`config.mk`:
```
export PLATFORM = sky130hd
export DESIGN_NAME = arena_top
export DESIGN_NICKNAME = d
export VERILOG_FILES = /design/src/arena_pkg.sv /design/src/arena_top.sv /design/src/hit_detect.sv /design/src/obstacle_draw.sv /design/src/draw_background.sv /design/src/game_ctl.sv /design/src/vga_timing.sv
export SDC_FILE = /design/constraint.sdc
export NUM_CORES = 1
export LEC_CHECK = 0
export BUFFER_PORTS_ARGS = -buffer_cell sky130_fd_sc_hd__buf_2
export CAP_MARGIN = 20
export CORE_UTILIZATION = 55
export CTS_CLUSTER_DIAMETER = 200
export DETAILED_ROUTE_END_ITERATION = 10
export MAX_ROUTING_LAYER = met4
export PLACE_DENSITY = 0.76
export SYNTH_ARGS = -nofsm -noshare
export SYNTH_HDL_FRONTEND = slang
export SYNTH_SLANG_ARGS = --single-unit
export TNS_END_PERCENT = 1
```
`constraint.sdc`:
```
create_clock -name pclk -period 3.86 [get_ports pclk]
set_input_delay 0.965 -clock pclk [delete_from_list [all_inputs] [get_ports pclk]]
set_output_delay 0.965 -clock pclk [all_outputs]
set_load 0.02 [all_outputs]
```
`src/arena_pkg.sv`:
```
package arena_pkg;

  // coordinate width shared by counters, cursor and pillar position
  localparam int COORD_W = 12;

  // 4 bits each of red, green and blue, red in the top nibble
  typedef logic [11:0] rgb_t;

  typedef enum logic [1:0] {
    ST_MENU,
    ST_PLAY,
    ST_OVER,
    ST_WIN
  } game_state_t;

  // screen colours per game state
  localparam rgb_t COL_MENU = 12'h00f;
  localparam rgb_t COL_PLAY = 12'h000;
  localparam rgb_t COL_OVER = 12'hf00;
  localparam rgb_t COL_WIN  = 12'h0f0;

  // arena elements
  localparam rgb_t COL_BORDER = 12'hfff;
  localparam rgb_t COL_HP     = 12'h0f0;
  localparam rgb_t COL_OBST   = 12'hff0;

endpackage
```
`src/arena_top.sv`:
```
module arena_top
  import arena_pkg::*;
#(
  parameter int H_ACTIVE    = 1024,
  parameter int H_FRONT     = 24,
  parameter int H_SYNC      = 136,
  parameter int H_TOTAL     = 1344,
  parameter int V_ACTIVE    = 768,
  parameter int V_FRONT     = 3,
  parameter int V_SYNC      = 6,
  parameter int V_TOTAL     = 806,
  parameter int LEFT_LINE   = 361,
  parameter int RIGHT_LINE  = 661,
  parameter int TOP_LINE    = 317,
  parameter int BOTTOM_LINE = 617,
  parameter int BORDER      = 7,
  parameter int OBST_W      = 20,
  parameter int HP_MAX      = 3,
  parameter int HP_STEP     = 16
) (
  input  logic               pclk,
  input  logic               rst_n,
  input  logic               game_button,
  input  logic               menu_button,
  input  logic               victory_button,
  input  logic [COORD_W-1:0] cursor_x,
  input  logic [COORD_W-1:0] cursor_y,
  output logic               hs,
  output logic               vs,
  output logic               blank,
  output logic [COORD_W-1:0] hcount_out,
  output logic [COORD_W-1:0] vcount_out,
  output rgb_t               rgb
);

  localparam int HP_W = $clog2(HP_MAX + 1);

  logic [COORD_W-1:0] hcount_tim, vcount_tim, hcount_bg, vcount_bg;
  logic               hsync_tim, vsync_tim, hblnk_tim, vblnk_tim;
  logic               hsync_bg, vsync_bg, hblnk_bg, vblnk_bg;
  logic               hblnk_ob, vblnk_ob;
  logic               frame_end;
  logic               hit;
  logic [COORD_W-1:0] obst_x;
  logic [HP_W-1:0]    hp;
  game_state_t        state;
  rgb_t               rgb_bg;

  vga_timing #(
    .H_ACTIVE(H_ACTIVE), .H_FRONT(H_FRONT), .H_SYNC(H_SYNC), .H_TOTAL(H_TOTAL),
    .V_ACTIVE(V_ACTIVE), .V_FRONT(V_FRONT), .V_SYNC(V_SYNC), .V_TOTAL(V_TOTAL)
  ) u_timing (
    .pclk(pclk), .rst_n(rst_n),
    .hcount(hcount_tim), .vcount(vcount_tim),
    .hsync(hsync_tim), .vsync(vsync_tim),
    .hblnk(hblnk_tim), .vblnk(vblnk_tim),
    .frame_end(frame_end)
  );

  game_ctl #(.HP_MAX(HP_MAX)) u_game_ctl (
    .pclk(pclk), .rst_n(rst_n),
    .game_button(game_button), .menu_button(menu_button), .victory_button(victory_button),
    .hit(hit), .state(state), .hp(hp)
  );

  draw_background #(
    .LEFT_LINE(LEFT_LINE), .RIGHT_LINE(RIGHT_LINE), .TOP_LINE(TOP_LINE),
    .BOTTOM_LINE(BOTTOM_LINE), .BORDER(BORDER), .HP_MAX(HP_MAX), .HP_STEP(HP_STEP)
  ) u_background (
    .pclk(pclk), .rst_n(rst_n), .state(state), .hp(hp),
    .hcount_in(hcount_tim), .vcount_in(vcount_tim), .hsync_in(hsync_tim),
    .vsync_in(vsync_tim), .hblnk_in(hblnk_tim), .vblnk_in(vblnk_tim),
    .hcount_out(hcount_bg), .vcount_out(vcount_bg), .hsync_out(hsync_bg),
    .vsync_out(vsync_bg), .hblnk_out(hblnk_bg), .vblnk_out(vblnk_bg),
    .rgb_out(rgb_bg)
  );

  obstacle_draw #(
    .LEFT_LINE(LEFT_LINE), .RIGHT_LINE(RIGHT_LINE), .TOP_LINE(TOP_LINE),
    .BOTTOM_LINE(BOTTOM_LINE), .BORDER(BORDER), .OBST_W(OBST_W)
  ) u_obstacle (
    .pclk(pclk), .rst_n(rst_n), .state(state), .frame_end(frame_end),
    .hcount_in(hcount_bg), .vcount_in(vcount_bg), .hsync_in(hsync_bg),
    .vsync_in(vsync_bg), .hblnk_in(hblnk_bg), .vblnk_in(vblnk_bg), .rgb_in(rgb_bg),
    .hcount_out(hcount_out), .vcount_out(vcount_out), .hsync_out(hs),
    .vsync_out(vs), .hblnk_out(hblnk_ob), .vblnk_out(vblnk_ob),
    .rgb_out(rgb), .obst_x(obst_x)
  );

  hit_detect #(
    .TOP_LINE(TOP_LINE), .BOTTOM_LINE(BOTTOM_LINE), .BORDER(BORDER), .OBST_W(OBST_W)
  ) u_hit (
    .pclk(pclk), .rst_n(rst_n), .state(state), .frame_end(frame_end),
    .obst_x(obst_x), .cursor_x(cursor_x), .cursor_y(cursor_y), .hit(hit)
  );

  assign blank = hblnk_ob || vblnk_ob;

endmodule

```
`src/hit_detect.sv`:
```
module hit_detect
  import arena_pkg::*;
#(
  parameter int TOP_LINE    = 317,
  parameter int BOTTOM_LINE = 617,
  parameter int BORDER      = 7,
  parameter int OBST_W      = 20
) (
  input  logic               pclk,
  input  logic               rst_n,
  input  game_state_t        state,
  input  logic               frame_end,
  input  logic [COORD_W-1:0] obst_x,
  input  logic [COORD_W-1:0] cursor_x,
  input  logic [COORD_W-1:0] cursor_y,
  output logic               hit
);

  localparam logic [COORD_W-1:0] IN_TOP    = COORD_W'(TOP_LINE + BORDER);
  localparam logic [COORD_W-1:0] IN_BOTTOM = COORD_W'(BOTTOM_LINE - BORDER);

  logic in_pillar;

  // obst_x still holds the column of the frame that is ending
  assign in_pillar = (cursor_x >= obst_x) && (cursor_x < obst_x + COORD_W'(OBST_W)) &&
                     (cursor_y >= IN_TOP) && (cursor_y <= IN_BOTTOM);

  always_ff @(posedge pclk or negedge rst_n) begin
    if (!rst_n) begin
      hit <= 1'b0;
    end else begin
      hit <= frame_end && (state == ST_PLAY) && in_pillar;
    end
  end

endmodule

```
`src/obstacle_draw.sv`:
```
module obstacle_draw
  import arena_pkg::*;
#(
  parameter int LEFT_LINE   = 361,
  parameter int RIGHT_LINE  = 661,
  parameter int TOP_LINE    = 317,
  parameter int BOTTOM_LINE = 617,
  parameter int BORDER      = 7,
  parameter int OBST_W      = 20
) (
  input  logic               pclk,
  input  logic               rst_n,
  input  game_state_t        state,
  input  logic               frame_end,
  input  logic [COORD_W-1:0] hcount_in,
  input  logic [COORD_W-1:0] vcount_in,
  input  logic               hsync_in,
  input  logic               vsync_in,
  input  logic               hblnk_in,
  input  logic               vblnk_in,
  input  rgb_t               rgb_in,
  output logic [COORD_W-1:0] hcount_out,
  output logic [COORD_W-1:0] vcount_out,
  output logic               hsync_out,
  output logic               vsync_out,
  output logic               hblnk_out,
  output logic               vblnk_out,
  output rgb_t               rgb_out,
  output logic [COORD_W-1:0] obst_x
);

  localparam logic [COORD_W-1:0] X_FIRST   = COORD_W'(LEFT_LINE + BORDER);
  localparam logic [COORD_W-1:0] X_LAST    = COORD_W'(RIGHT_LINE - BORDER - OBST_W + 1);
  localparam logic [COORD_W-1:0] IN_TOP    = COORD_W'(TOP_LINE + BORDER);
  localparam logic [COORD_W-1:0] IN_BOTTOM = COORD_W'(BOTTOM_LINE - BORDER);

  // set once a whole frame has started in play
  logic moving;
  logic on_pillar;

  assign on_pillar = (state == ST_PLAY) &&
                     (hcount_in >= obst_x) && (hcount_in < obst_x + COORD_W'(OBST_W)) &&
                     (vcount_in >= IN_TOP) && (vcount_in <= IN_BOTTOM);

  // pillar steps one column per finished frame, first frame of play stays at X_FIRST
  always_ff @(posedge pclk or negedge rst_n) begin
    if (!rst_n) begin
      obst_x <= X_FIRST;
      moving <= 1'b0;
    end else if (state != ST_PLAY) begin
      obst_x <= X_FIRST;
      moving <= 1'b0;
    end else if (frame_end) begin
      moving <= 1'b1;
      if (moving) begin
        obst_x <= (obst_x == X_LAST) ? X_FIRST : obst_x + 1'b1;
      end
    end
  end

  always_ff @(posedge pclk or negedge rst_n) begin
    if (!rst_n) begin
      hcount_out <= '0;
      vcount_out <= '0;
      hsync_out  <= 1'b0;
      vsync_out  <= 1'b0;
      hblnk_out  <= 1'b0;
      vblnk_out  <= 1'b0;
      rgb_out    <= '0;
    end else begin
      hcount_out <= hcount_in;
      vcount_out <= vcount_in;
      hsync_out  <= hsync_in;
      vsync_out  <= vsync_in;
      hblnk_out  <= hblnk_in;
      vblnk_out  <= vblnk_in;
      rgb_out    <= on_pillar ? COL_OBST : rgb_in;
    end
  end

endmodule

```
`src/draw_background.sv`:
```
module draw_background
  import arena_pkg::*;
#(
  parameter int LEFT_LINE   = 361,
  parameter int RIGHT_LINE  = 661,
  parameter int TOP_LINE    = 317,
  parameter int BOTTOM_LINE = 617,
  parameter int BORDER      = 7,
  parameter int HP_MAX      = 3,
  parameter int HP_STEP     = 16
) (
  input  logic                           pclk,
  input  logic                           rst_n,
  input  game_state_t                    state,
  input  logic [$clog2(HP_MAX + 1)-1:0]  hp,
  input  logic [COORD_W-1:0]             hcount_in,
  input  logic [COORD_W-1:0]             vcount_in,
  input  logic                           hsync_in,
  input  logic                           vsync_in,
  input  logic                           hblnk_in,
  input  logic                           vblnk_in,
  output logic [COORD_W-1:0]             hcount_out,
  output logic [COORD_W-1:0]             vcount_out,
  output logic                           hsync_out,
  output logic                           vsync_out,
  output logic                           hblnk_out,
  output logic                           vblnk_out,
  output rgb_t                           rgb_out
);

  localparam logic [COORD_W-1:0] IN_LEFT   = COORD_W'(LEFT_LINE + BORDER);
  localparam logic [COORD_W-1:0] IN_RIGHT  = COORD_W'(RIGHT_LINE - BORDER);
  localparam logic [COORD_W-1:0] IN_TOP    = COORD_W'(TOP_LINE + BORDER);
  localparam logic [COORD_W-1:0] IN_BOTTOM = COORD_W'(BOTTOM_LINE - BORDER);

  logic               in_box;
  logic               in_inner;
  logic [COORD_W-1:0] hp_len;
  rgb_t               rgb_nxt;

  assign in_box = (hcount_in >= COORD_W'(LEFT_LINE)) && (hcount_in <= COORD_W'(RIGHT_LINE)) &&
                  (vcount_in >= COORD_W'(TOP_LINE)) && (vcount_in <= COORD_W'(BOTTOM_LINE));
  assign in_inner = (hcount_in >= IN_LEFT) && (hcount_in <= IN_RIGHT) &&
                    (vcount_in >= IN_TOP) && (vcount_in <= IN_BOTTOM);
  // health bar length in pixels
  assign hp_len = COORD_W'(hp) * COORD_W'(HP_STEP);

  always_comb begin
    if (hblnk_in || vblnk_in) begin
      rgb_nxt = '0;
    end else begin
      case (state)
        ST_MENU: rgb_nxt = COL_MENU;
        ST_OVER: rgb_nxt = COL_OVER;
        ST_WIN:  rgb_nxt = COL_WIN;
        default: begin
          if (in_box && !in_inner) begin
            rgb_nxt = COL_BORDER;
          end else if ((vcount_in < COORD_W'(TOP_LINE)) && (hcount_in < hp_len)) begin
            rgb_nxt = COL_HP;
          end else begin
            rgb_nxt = COL_PLAY;
          end
        end
      endcase
    end
  end

  always_ff @(posedge pclk or negedge rst_n) begin
    if (!rst_n) begin
      hcount_out <= '0;
      vcount_out <= '0;
      hsync_out  <= 1'b0;
      vsync_out  <= 1'b0;
      hblnk_out  <= 1'b0;
      vblnk_out  <= 1'b0;
      rgb_out    <= '0;
    end else begin
      hcount_out <= hcount_in;
      vcount_out <= vcount_in;
      hsync_out  <= hsync_in;
      vsync_out  <= vsync_in;
      hblnk_out  <= hblnk_in;
      vblnk_out  <= vblnk_in;
      rgb_out    <= rgb_nxt;
    end
  end

endmodule

```
`src/game_ctl.sv`:
```
module game_ctl
  import arena_pkg::*;
#(
  parameter int  HP_MAX = 3,
  localparam int HP_W   = $clog2(HP_MAX + 1)
) (
  input  logic            pclk,
  input  logic            rst_n,
  input  logic            game_button,
  input  logic            menu_button,
  input  logic            victory_button,
  input  logic            hit,
  output game_state_t     state,
  output logic [HP_W-1:0] hp
);

  game_state_t     state_nxt;
  logic [HP_W-1:0] hp_nxt;

  always_comb begin
    state_nxt = state;
    hp_nxt    = hp;
    // menu button wins from any state
    if (menu_button) begin
      state_nxt = ST_MENU;
    end else begin
      case (state)
        ST_MENU: begin
          if (game_button) begin
            state_nxt = ST_PLAY;
            hp_nxt    = HP_W'(HP_MAX);
          end
        end
        ST_PLAY: begin
          if (victory_button) begin
            state_nxt = ST_WIN;
          end else if (hit) begin
            hp_nxt = hp - 1'b1;
            // last point lost
            if (hp == HP_W'(1)) begin
              state_nxt = ST_OVER;
            end
          end
        end
        default: begin
          state_nxt = state;
        end
      endcase
    end
  end

  always_ff @(posedge pclk or negedge rst_n) begin
    if (!rst_n) begin
      state <= ST_MENU;
      hp    <= HP_W'(HP_MAX);
    end else begin
      state <= state_nxt;
      hp    <= hp_nxt;
    end
  end

  a_hp_range: assert property (
    @(posedge pclk) disable iff (!rst_n) hp <= HP_W'(HP_MAX)
  );

  // hit_detect only tests while the frame ending was drawn in play
  a_hit_in_play: assert property (
    @(posedge pclk) disable iff (!rst_n) hit |-> $past(state) == ST_PLAY
  );

endmodule

```
`src/vga_timing.sv`:
```
module vga_timing
  import arena_pkg::*;
#(
  parameter int H_ACTIVE = 1024,
  parameter int H_FRONT  = 24,
  parameter int H_SYNC   = 136,
  parameter int H_TOTAL  = 1344,
  parameter int V_ACTIVE = 768,
  parameter int V_FRONT  = 3,
  parameter int V_SYNC   = 6,
  parameter int V_TOTAL  = 806
) (
  input  logic               pclk,
  input  logic               rst_n,
  output logic [COORD_W-1:0] hcount,
  output logic [COORD_W-1:0] vcount,
  output logic               hsync,
  output logic               vsync,
  output logic               hblnk,
  output logic               vblnk,
  output logic               frame_end
);

  localparam logic [COORD_W-1:0] H_LAST  = COORD_W'(H_TOTAL - 1);
  localparam logic [COORD_W-1:0] V_LAST  = COORD_W'(V_TOTAL - 1);
  localparam logic [COORD_W-1:0] HS_BEG  = COORD_W'(H_ACTIVE + H_FRONT);
  localparam logic [COORD_W-1:0] HS_END  = COORD_W'(H_ACTIVE + H_FRONT + H_SYNC);
  localparam logic [COORD_W-1:0] VS_BEG  = COORD_W'(V_ACTIVE + V_FRONT);
  localparam logic [COORD_W-1:0] VS_END  = COORD_W'(V_ACTIVE + V_FRONT + V_SYNC);

  logic [COORD_W-1:0] h_next;
  logic [COORD_W-1:0] v_next;

  always_comb begin
    h_next = hcount + 1'b1;
    v_next = vcount;
    if (hcount == H_LAST) begin
      h_next = '0;
      if (vcount == V_LAST) begin
        v_next = '0;
      end else begin
        v_next = vcount + 1'b1;
      end
    end
  end

  // flags are decoded from the next count so they stay aligned with the counters
  always_ff @(posedge pclk or negedge rst_n) begin
    if (!rst_n) begin
      hcount    <= '0;
      vcount    <= '0;
      hsync     <= 1'b0;
      vsync     <= 1'b0;
      hblnk     <= 1'b0;
      vblnk     <= 1'b0;
      frame_end <= 1'b0;
    end else begin
      hcount    <= h_next;
      vcount    <= v_next;
      hsync     <= (h_next >= HS_BEG) && (h_next < HS_END);
      vsync     <= (v_next >= VS_BEG) && (v_next < VS_END);
      hblnk     <= h_next >= COORD_W'(H_ACTIVE);
      vblnk     <= v_next >= COORD_W'(V_ACTIVE);
      frame_end <= (h_next == H_LAST) && (v_next == V_LAST);
    end
  end

  a_hsync_in_blank: assert property (
    @(posedge pclk) disable iff (!rst_n) hsync |-> hblnk
  );

endmodule

```
==> results of run 1 <==
[final timing paths]
check	cells after the start	slack (ps)	startpoint	end
hold / removal	0	370	u_background.vsync_out	u_obstacle.vsync_out
setup / recovery	9	960	u_obstacle.obst_x[2]	u_obstacle.rgb_out[3]
min in group asynchronous	1	670	rst_n	u_background.hcount_out[2]
setup reg to reg	9	960	u_obstacle.obst_x[2]	u_obstacle.rgb_out[3]
max in group asynchronous	2	2290	rst_n	u_background.vcount_out[0]
hold reg to reg	0	370	u_background.vsync_out	u_obstacle.vsync_out
[kinds of logic after synthesis]
logic type / count (synthesis) / synth area share (%)
and+or+nand+nor: 211 / 18.43
AOI/OAI and AO/OA: 140 / 15.03
DFF: 109 / 46.09
buffers and inverters: 59 / 4.743
adders and majority gates: 47 / 9.909
xor gates and xnor gates: 38 / 5.608
muxes: 1 / 0.1897
[cells in the final DEF (no fill, tap or decap), types with 7 or more instances in the layout]
cell type | netlist | routed
ha_1 | 47 | 47
inv_1 | 26 | 26
xor2_1 | 18 | 18
nand3_1 | 23 | 23
o31ai_1 | 8 | 8
clkbuf_8 | 0 | 9
nand4_1 | 10 | 10
nand2b_1 | 16 | 16
nand2_1 | 50 | 50
a21oi_1 | 32 | 32
nor3_1 | 19 | 19
and3_1 | 7 | 7
dfrtp_1 | 103 | 103
o21ai_0 | 45 | 45
xnor2_1 | 20 | 20
nor2_1 | 46 | 46
buf_2 | 3 | 66
[per-layer routing]
layer / part of all wire, % / vias to the layer above
met4: 1.4 / 0
met3: 5.6 / 15
li1: - / 2257
met2: 47 / 171
met5: 0 / -
met1: 46 / 2249
[where the power goes]
part	switching, W	internal [W]	total [W]
Combinational	0.0000785	0.0000410	0.000120
Sequential	0.00000582	0.00115	0.00115
Clock	0.000427	0.000254	0.000681
[area by class of cell]
cell class,instances,area [um2]
fill,874,3885
timing repair buffer,71,367.9
clock inverter,6,68.82
sequential,109,2735
multi-input combinational,437,2918
tap,136,170.2
clock buffer,10,127.6
inverter,26,97.59
[through the flow]
| step | setup slack, ps | total power (W) | hold slack (ps) | cell area (um2) | cells |
|---|---|---|---|---|---|
| 4_1_cts | 982.8 | 0.001971 | 368.6 | 6485 | 795 |
| 5_1_grt | 790.6 | 0.002024 | 378.5 | 6485 | 795 |
| 3_3_place_gp | 1059 | 0.001293 | 340.5 | 6289 | 779 |
| 6_report | 957.1 | 0.001954 | 366.3 | 6485 | 795 |
| 2_1_floorplan | 1101 | 0.001238 | 331.2 | 5934 | 605 |
| 3_5_place_dp | 1002 | 0.001296 | 338.8 | 6289 | 779 |
[state kept, by name (all words and copies together), names as in the netlist, 2 cells and up]
signal and count:
u_obstacle.obst_x 12, u_background.rgb_out 3, u_obstacle.hcount_out 12, u_obstacle.vcount_out 12
u_background.hcount_out 12, u_game_ctl.hp 2, u_timing.vcount 12, u_game_ctl.state 2
u_timing.hcount 12, u_background.vcount_out 12, u_obstacle.rgb_out 3
[critical path: stages (launching register included)]
cell     delay (ps)
dfrtp_1         480
a21oi_1         400
nor2_1          120
xnor2_1         220
ha_1            290
a31o_2          240
a221o_1         290
a41o_1          210
a221o_1         370
and2_1          170
==> impl_metrics.py, run 1 <==
metrics = {
    "drt": {
        "vias": 4692,
        "viasPerCell": 5.902,
        "post-route-drc-count": 0,
        "antenna_left": 0,
        "dr.first_iter.drc_count": 374,
        "wire_per_inst_um": 17.26,
        "wl_mm": 13.72,
        "first_pass_iters": 5,
    },
    "synth": {
        "synthTopCellsByCount": "dfrtp_1, nand2_1, ha_1, nor2_1, o21ai_0",
        "ys_seq_elements": 109,
        "synth_area_leaders": "dfrtp_1, ha_1, o21ai_0, nand2_1, xnor2_1",
        "ys_warn_count": 0,
        "async_reset_ff_share_pct": 100.0,
        "synth-edff-count": 0,
        "netlist_area_mm2": 0.005934,
        "yosysMostFrequentCell": "dfrtp_1",
        "syn_inst": 605,
        "mappedNetlistNets": 681,
        "yosys_most_used_dff": "dfrtp_1",
        "synth_seq_area_share_pct": 46.09,
        "synth_cell_types": 65,
        "synth_top_cell_area_share_pct": 43.43,
        "yosys.area.top_type": "dfrtp_1",
        "synth_area_per_cell_um2": 9.809,
    },
    "global_routing": {
        "gr-usage-met3_pct": 5.257,
        "grt_max_degree": 71,
        "grt-busiest-layer": "met2",
        "antenna_found_initial": 0,
        "grt.overflow.total": 0,
        "grt_pass1_wl_mm": 22.69,
        "met2_usage_pct": 40.62,
        "grt_usage_pct": 26.82,
        "met1_usage_pct": 37.02,
        "first_global_vias": 4538,
    },
    "floorplanning": {
        "start_util_pct": 57.23,
        "core_mm2": 0.01037,
        "num_io_pins": 68,
        "fp.dieH_um": 105.9,
        "dieArea_mm2": 0.01121,
        "die_w_um": 105.9,
        "num_rows": 37,
    },
    "finish": {
        "drive_gt1_share_pct": 15.78,
        "final_util_pct": 62.54,
        "n_antenna_cell": 0,
        "final_nets": 730,
        "syn_to_final_growth_pct": 9.277,
    },
    "worst_setup_path": {
        "cp_data_arrival_time_ps": 3180,
        "cp_max_fo": 8,
        "start_kind": "flip-flop",
        "worst-setup-path-type": "reg -> reg",
        "crit_required_ps": 4140,
        "cp-end-kind": "flip-flop",
    },
    "clock_network": {
        "numCtsBuffers": 9,
        "insertion_delay_ps": 380,
        "cts_sinks": 109,
        "root_buffer": "clkbuf_8",
        "htreeDepth": 3,
        "clkTransAtPathRegs_ps": 110,
        "cts_tree": "built",
        "cts_setup_buffers": 0,
        "clk_path_buf_depth": 2,
        "cts_hold_buffers": 0,
        "post_cts_resized": 0,
    },
    "run": {
        "maxCapViolations": 0,
    },
    "run_status": {
        "outcome": "completed",
    },
    "timing": {
        "finalCritPeriodShare_pct": 75.20,
        "tightestPinTransition_ps": 869.2,
        "rsz0062_at_grt": "false",
        "drv_slew": 0,
        "fin_tns_setup_ps": 0,
        "hold_violations": 0,
        "fin_skew_ps": 15.20,
        "min_period_ps": 2903,
        "max_freq_mhz": 344.5,
        "setup_violations": 0,
        "slew_headroom_pct": 42.05,
    },
    "worst_hold_path": {
        "hold_path.class": "reg -> reg",
    },
    "placement": {
        "gp_congestion": 0.9185,
        "hpwl_mm": 10.29,
        "io_buffers": 67,
    },
    "power_and_ir_drop": {
        "p_leak_nw": 3.110,
        "peakVddDrop_mv": 0.1774,
        "power_density_mw_per_mm2": 301.3,
    },
}
No activity file was read; power rests on OpenSTA's default activity.
==> run 2, diff against run 1 <==
- clock period: 3.86 -> 3.02 ns (I/O delays scaled with it)
==> run 2 against run 1 <==
Combinational power increased by 30%. Critical path depth unchanged. Clock skew decreased by 2.7 ps. Largest cell class unchanged. Largest power group unchanged. Highest routed layer unchanged.
==> impl_metrics.py, run 2 (synthesis gave the netlist of run 1 again) <==
metrics = {
    "global_routing": {
        "grt_usage_pct": 26.82,
        "met2_usage_pct": 40.71,
        "first_global_vias": 4446,
        "grt.overflow.total": 0,
        "grt_pass1_wl_mm": 22.54,
        "met1_usage_pct": 38.36,
        "gr-usage-met3_pct": 4.762,
        "grt_max_degree": 49,
        "antenna_found_initial": 0,
        "grt-busiest-layer": "met2",
    },
    "power_and_ir_drop": {
        "power_density_mw_per_mm2": 384.0,
        "p_leak_nw": 3.188,
        "peakVddDrop_mv": 0.3056,
    },
    "finish": {
        "n_antenna_cell": 0,
        "syn_to_final_growth_pct": 11.26,
        "drive_gt1_share_pct": 17.56,
        "layout_commonest_cell": "dfrtp_1",
        "fin_cells": 808,
        "layout_common_cells": "dfrtp_1, buf_2, nand2_1",
        "final_nets": 743,
        "fin_area_mm2": 0.006603,
        "fillers": 884,
    },
    "clock_network": {
        "post_cts_resized": 0,
        "clk_path_buf_depth": 2,
        "htreeDepth": 3,
        "insertion_delay_ps": 380,
        "cts_hold_buffers": 0,
        "root_buffer": "clkbuf_8",
        "cts_sinks": 109,
        "cts_tree": "built",
        "cts_setup_buffers": 0,
        "clkTransAtPathRegs_ps": 120,
        "numCtsBuffers": 9,
    },
    "worst_setup_path": {
        "start_kind": "flip-flop",
        "cp-end-kind": "flip-flop",
        "cpMaxStageDelayCell": "dfrtp_1",
        "reg2reg_to": "u_obstacle.rgb_out[3]",
        "crit_required_ps": 3300,
        "cp_max_fo": 8,
        "cp_slowest_stage_delay_ps": 480,
        "cp_data_arrival_time_ps": 3080,
        "worst-setup-path-type": "reg -> reg",
        "worst_path_most_repeated_cell": "a221o_1",
        "path_cells": "a21oi_1 -> nor2_1 -> xnor2_1 -> ha_1 -> a31o_2 -> a221o_1 -> a41o_1 -> a221o_1 -> and2_1",
        "regToRegSetupSlack_ps": 220,
        "r2r.worst_path.cells": 9,
        "r2r-start": "u_obstacle.obst_x[2]",
    },
    "timing": {
        "fin_skew_ps": 12.51,
        "finalCritPeriodShare_pct": 92.61,
        "fin_ws_ps": 223.2,
        "rsz0062_at_grt": "false",
        "fin_tns_setup_ps": 0,
        "drv_slew": 0,
        "setup_violations": 0,
        "slew_headroom_pct": 40.60,
        "max_freq_mhz": 357.5,
        "min_period_ps": 2797,
        "whs_ps": 325.4,
        "tightestPinTransition_ps": 868.6,
        "hold_violations": 0,
    },
    "drt": {
        "wire_per_inst_um": 17.04,
        "dr.first_iter.drc_count": 321,
        "antenna_left": 0,
        "first_pass_iters": 7,
        "viasPerCell": 5.880,
        "post-route-drc-count": 0,
        "vias": 4751,
        "wl_mm": 13.77,
    },
    "placement": {
        "io_buffers": 67,
        "placed_area_mm2": 0.006399,
        "dp_slack_ps": 259.1,
        "place_inst": 792,
        "hpwl_mm": 10.40,
        "gp_congestion": 0.9168,
    },
    "floorplanning": {
        "num_rows": 37,
        "start_util_pct": 57.23,
        "fp.dieH_um": 105.9,
        "dieArea_mm2": 0.01121,
        "core_mm2": 0.01037,
        "die_w_um": 105.9,
        "num_io_pins": 68,
    },
    "worst_hold_path": {
        "hold_path.class": "in -> async",
    },
    "run": {
        "maxCapViolations": 0,
    },
    "run_status": {
        "outcome": "completed",
    },
}
==> run 2: changes by cell type in the layout (fill, tap and decap cells not counted) <==
| cell | before | now |
|---|---|---|
| clkbuf_1 | 1 | 0 |
| buf_4 | 5 | 17 |
| inv_6 | 1 | 2 |
| inv_12 | 0 | 1 |
| clkinv_8 | 2 | 1 |
| clkinv_4 | 1 | 0 |
| buf_12 | 0 | 1 |
| inv_8 | 1 | 2 |
==> run 2: metrics by stage <==
stage                     total power [W]  utilization (%)
final                            0.002536            63.67
after global routing             0.002631            63.67
after CTS                        0.002559            63.67
after detailed placement         0.001660            61.70
after global placement           0.001657            61.70
after floorplan                  0.001582                -
==> run 2: critical path: cells and delay by family, from the launching register on <==
kind,cells,cell delay [ps]
XOR/XNOR,1,230
flip-flops,1,480
adder cells (fa/ha/maj),1,290
AND/OR/NAND/NOR,2,280
AO/OA/AOI/OAI,5,1430
==> run 2: worst max-delay path by stage <==
stage | end | slack (ps) | depth (start not counted) | start
floorplan | u_obstacle.rgb_out[3] | 260 | 10 | u_obstacle.obst_x[4]
global placement | u_obstacle.rgb_out[3] | 310 | 8 | u_obstacle.obst_x[2]
detailed placement | u_obstacle.rgb_out[3] | 260 | 8 | u_obstacle.obst_x[2]
CTS | u_obstacle.rgb_out[3] | 240 | 8 | u_obstacle.obst_x[2]
global route | u_obstacle.rgb_out[3] | 70 | 8 | u_obstacle.obst_x[2]
finish | u_obstacle.rgb_out[3] | 220 | 9 | u_obstacle.obst_x[2]
==> run 2: layout make-up <==
type                    count  area [um2]  share of cell area [%]
multi-input cells         437        2918                   44.19
flip-flops and latches    109        2735                   41.43
repair buffers             84       478.0                   7.239
well taps                 136       170.2                   2.577
clock buffers               9       123.9                   1.876
inverters                  26       97.59                   1.478
clock inverters             7       80.08                   1.213
==> run 2: report_power, final <==
group          total, W  switching [W]  internal, W
registers       0.00147     0.00000787      0.00147
clock network  0.000905       0.000569     0.000336
logic          0.000156       0.000100    0.0000556
==> run 2: metal layers <==
layer	part of all wire, %	wire, um
met1	48	6558
met4	0.57	78
met5	0	0
met3	6.0	822
met2	46	6305
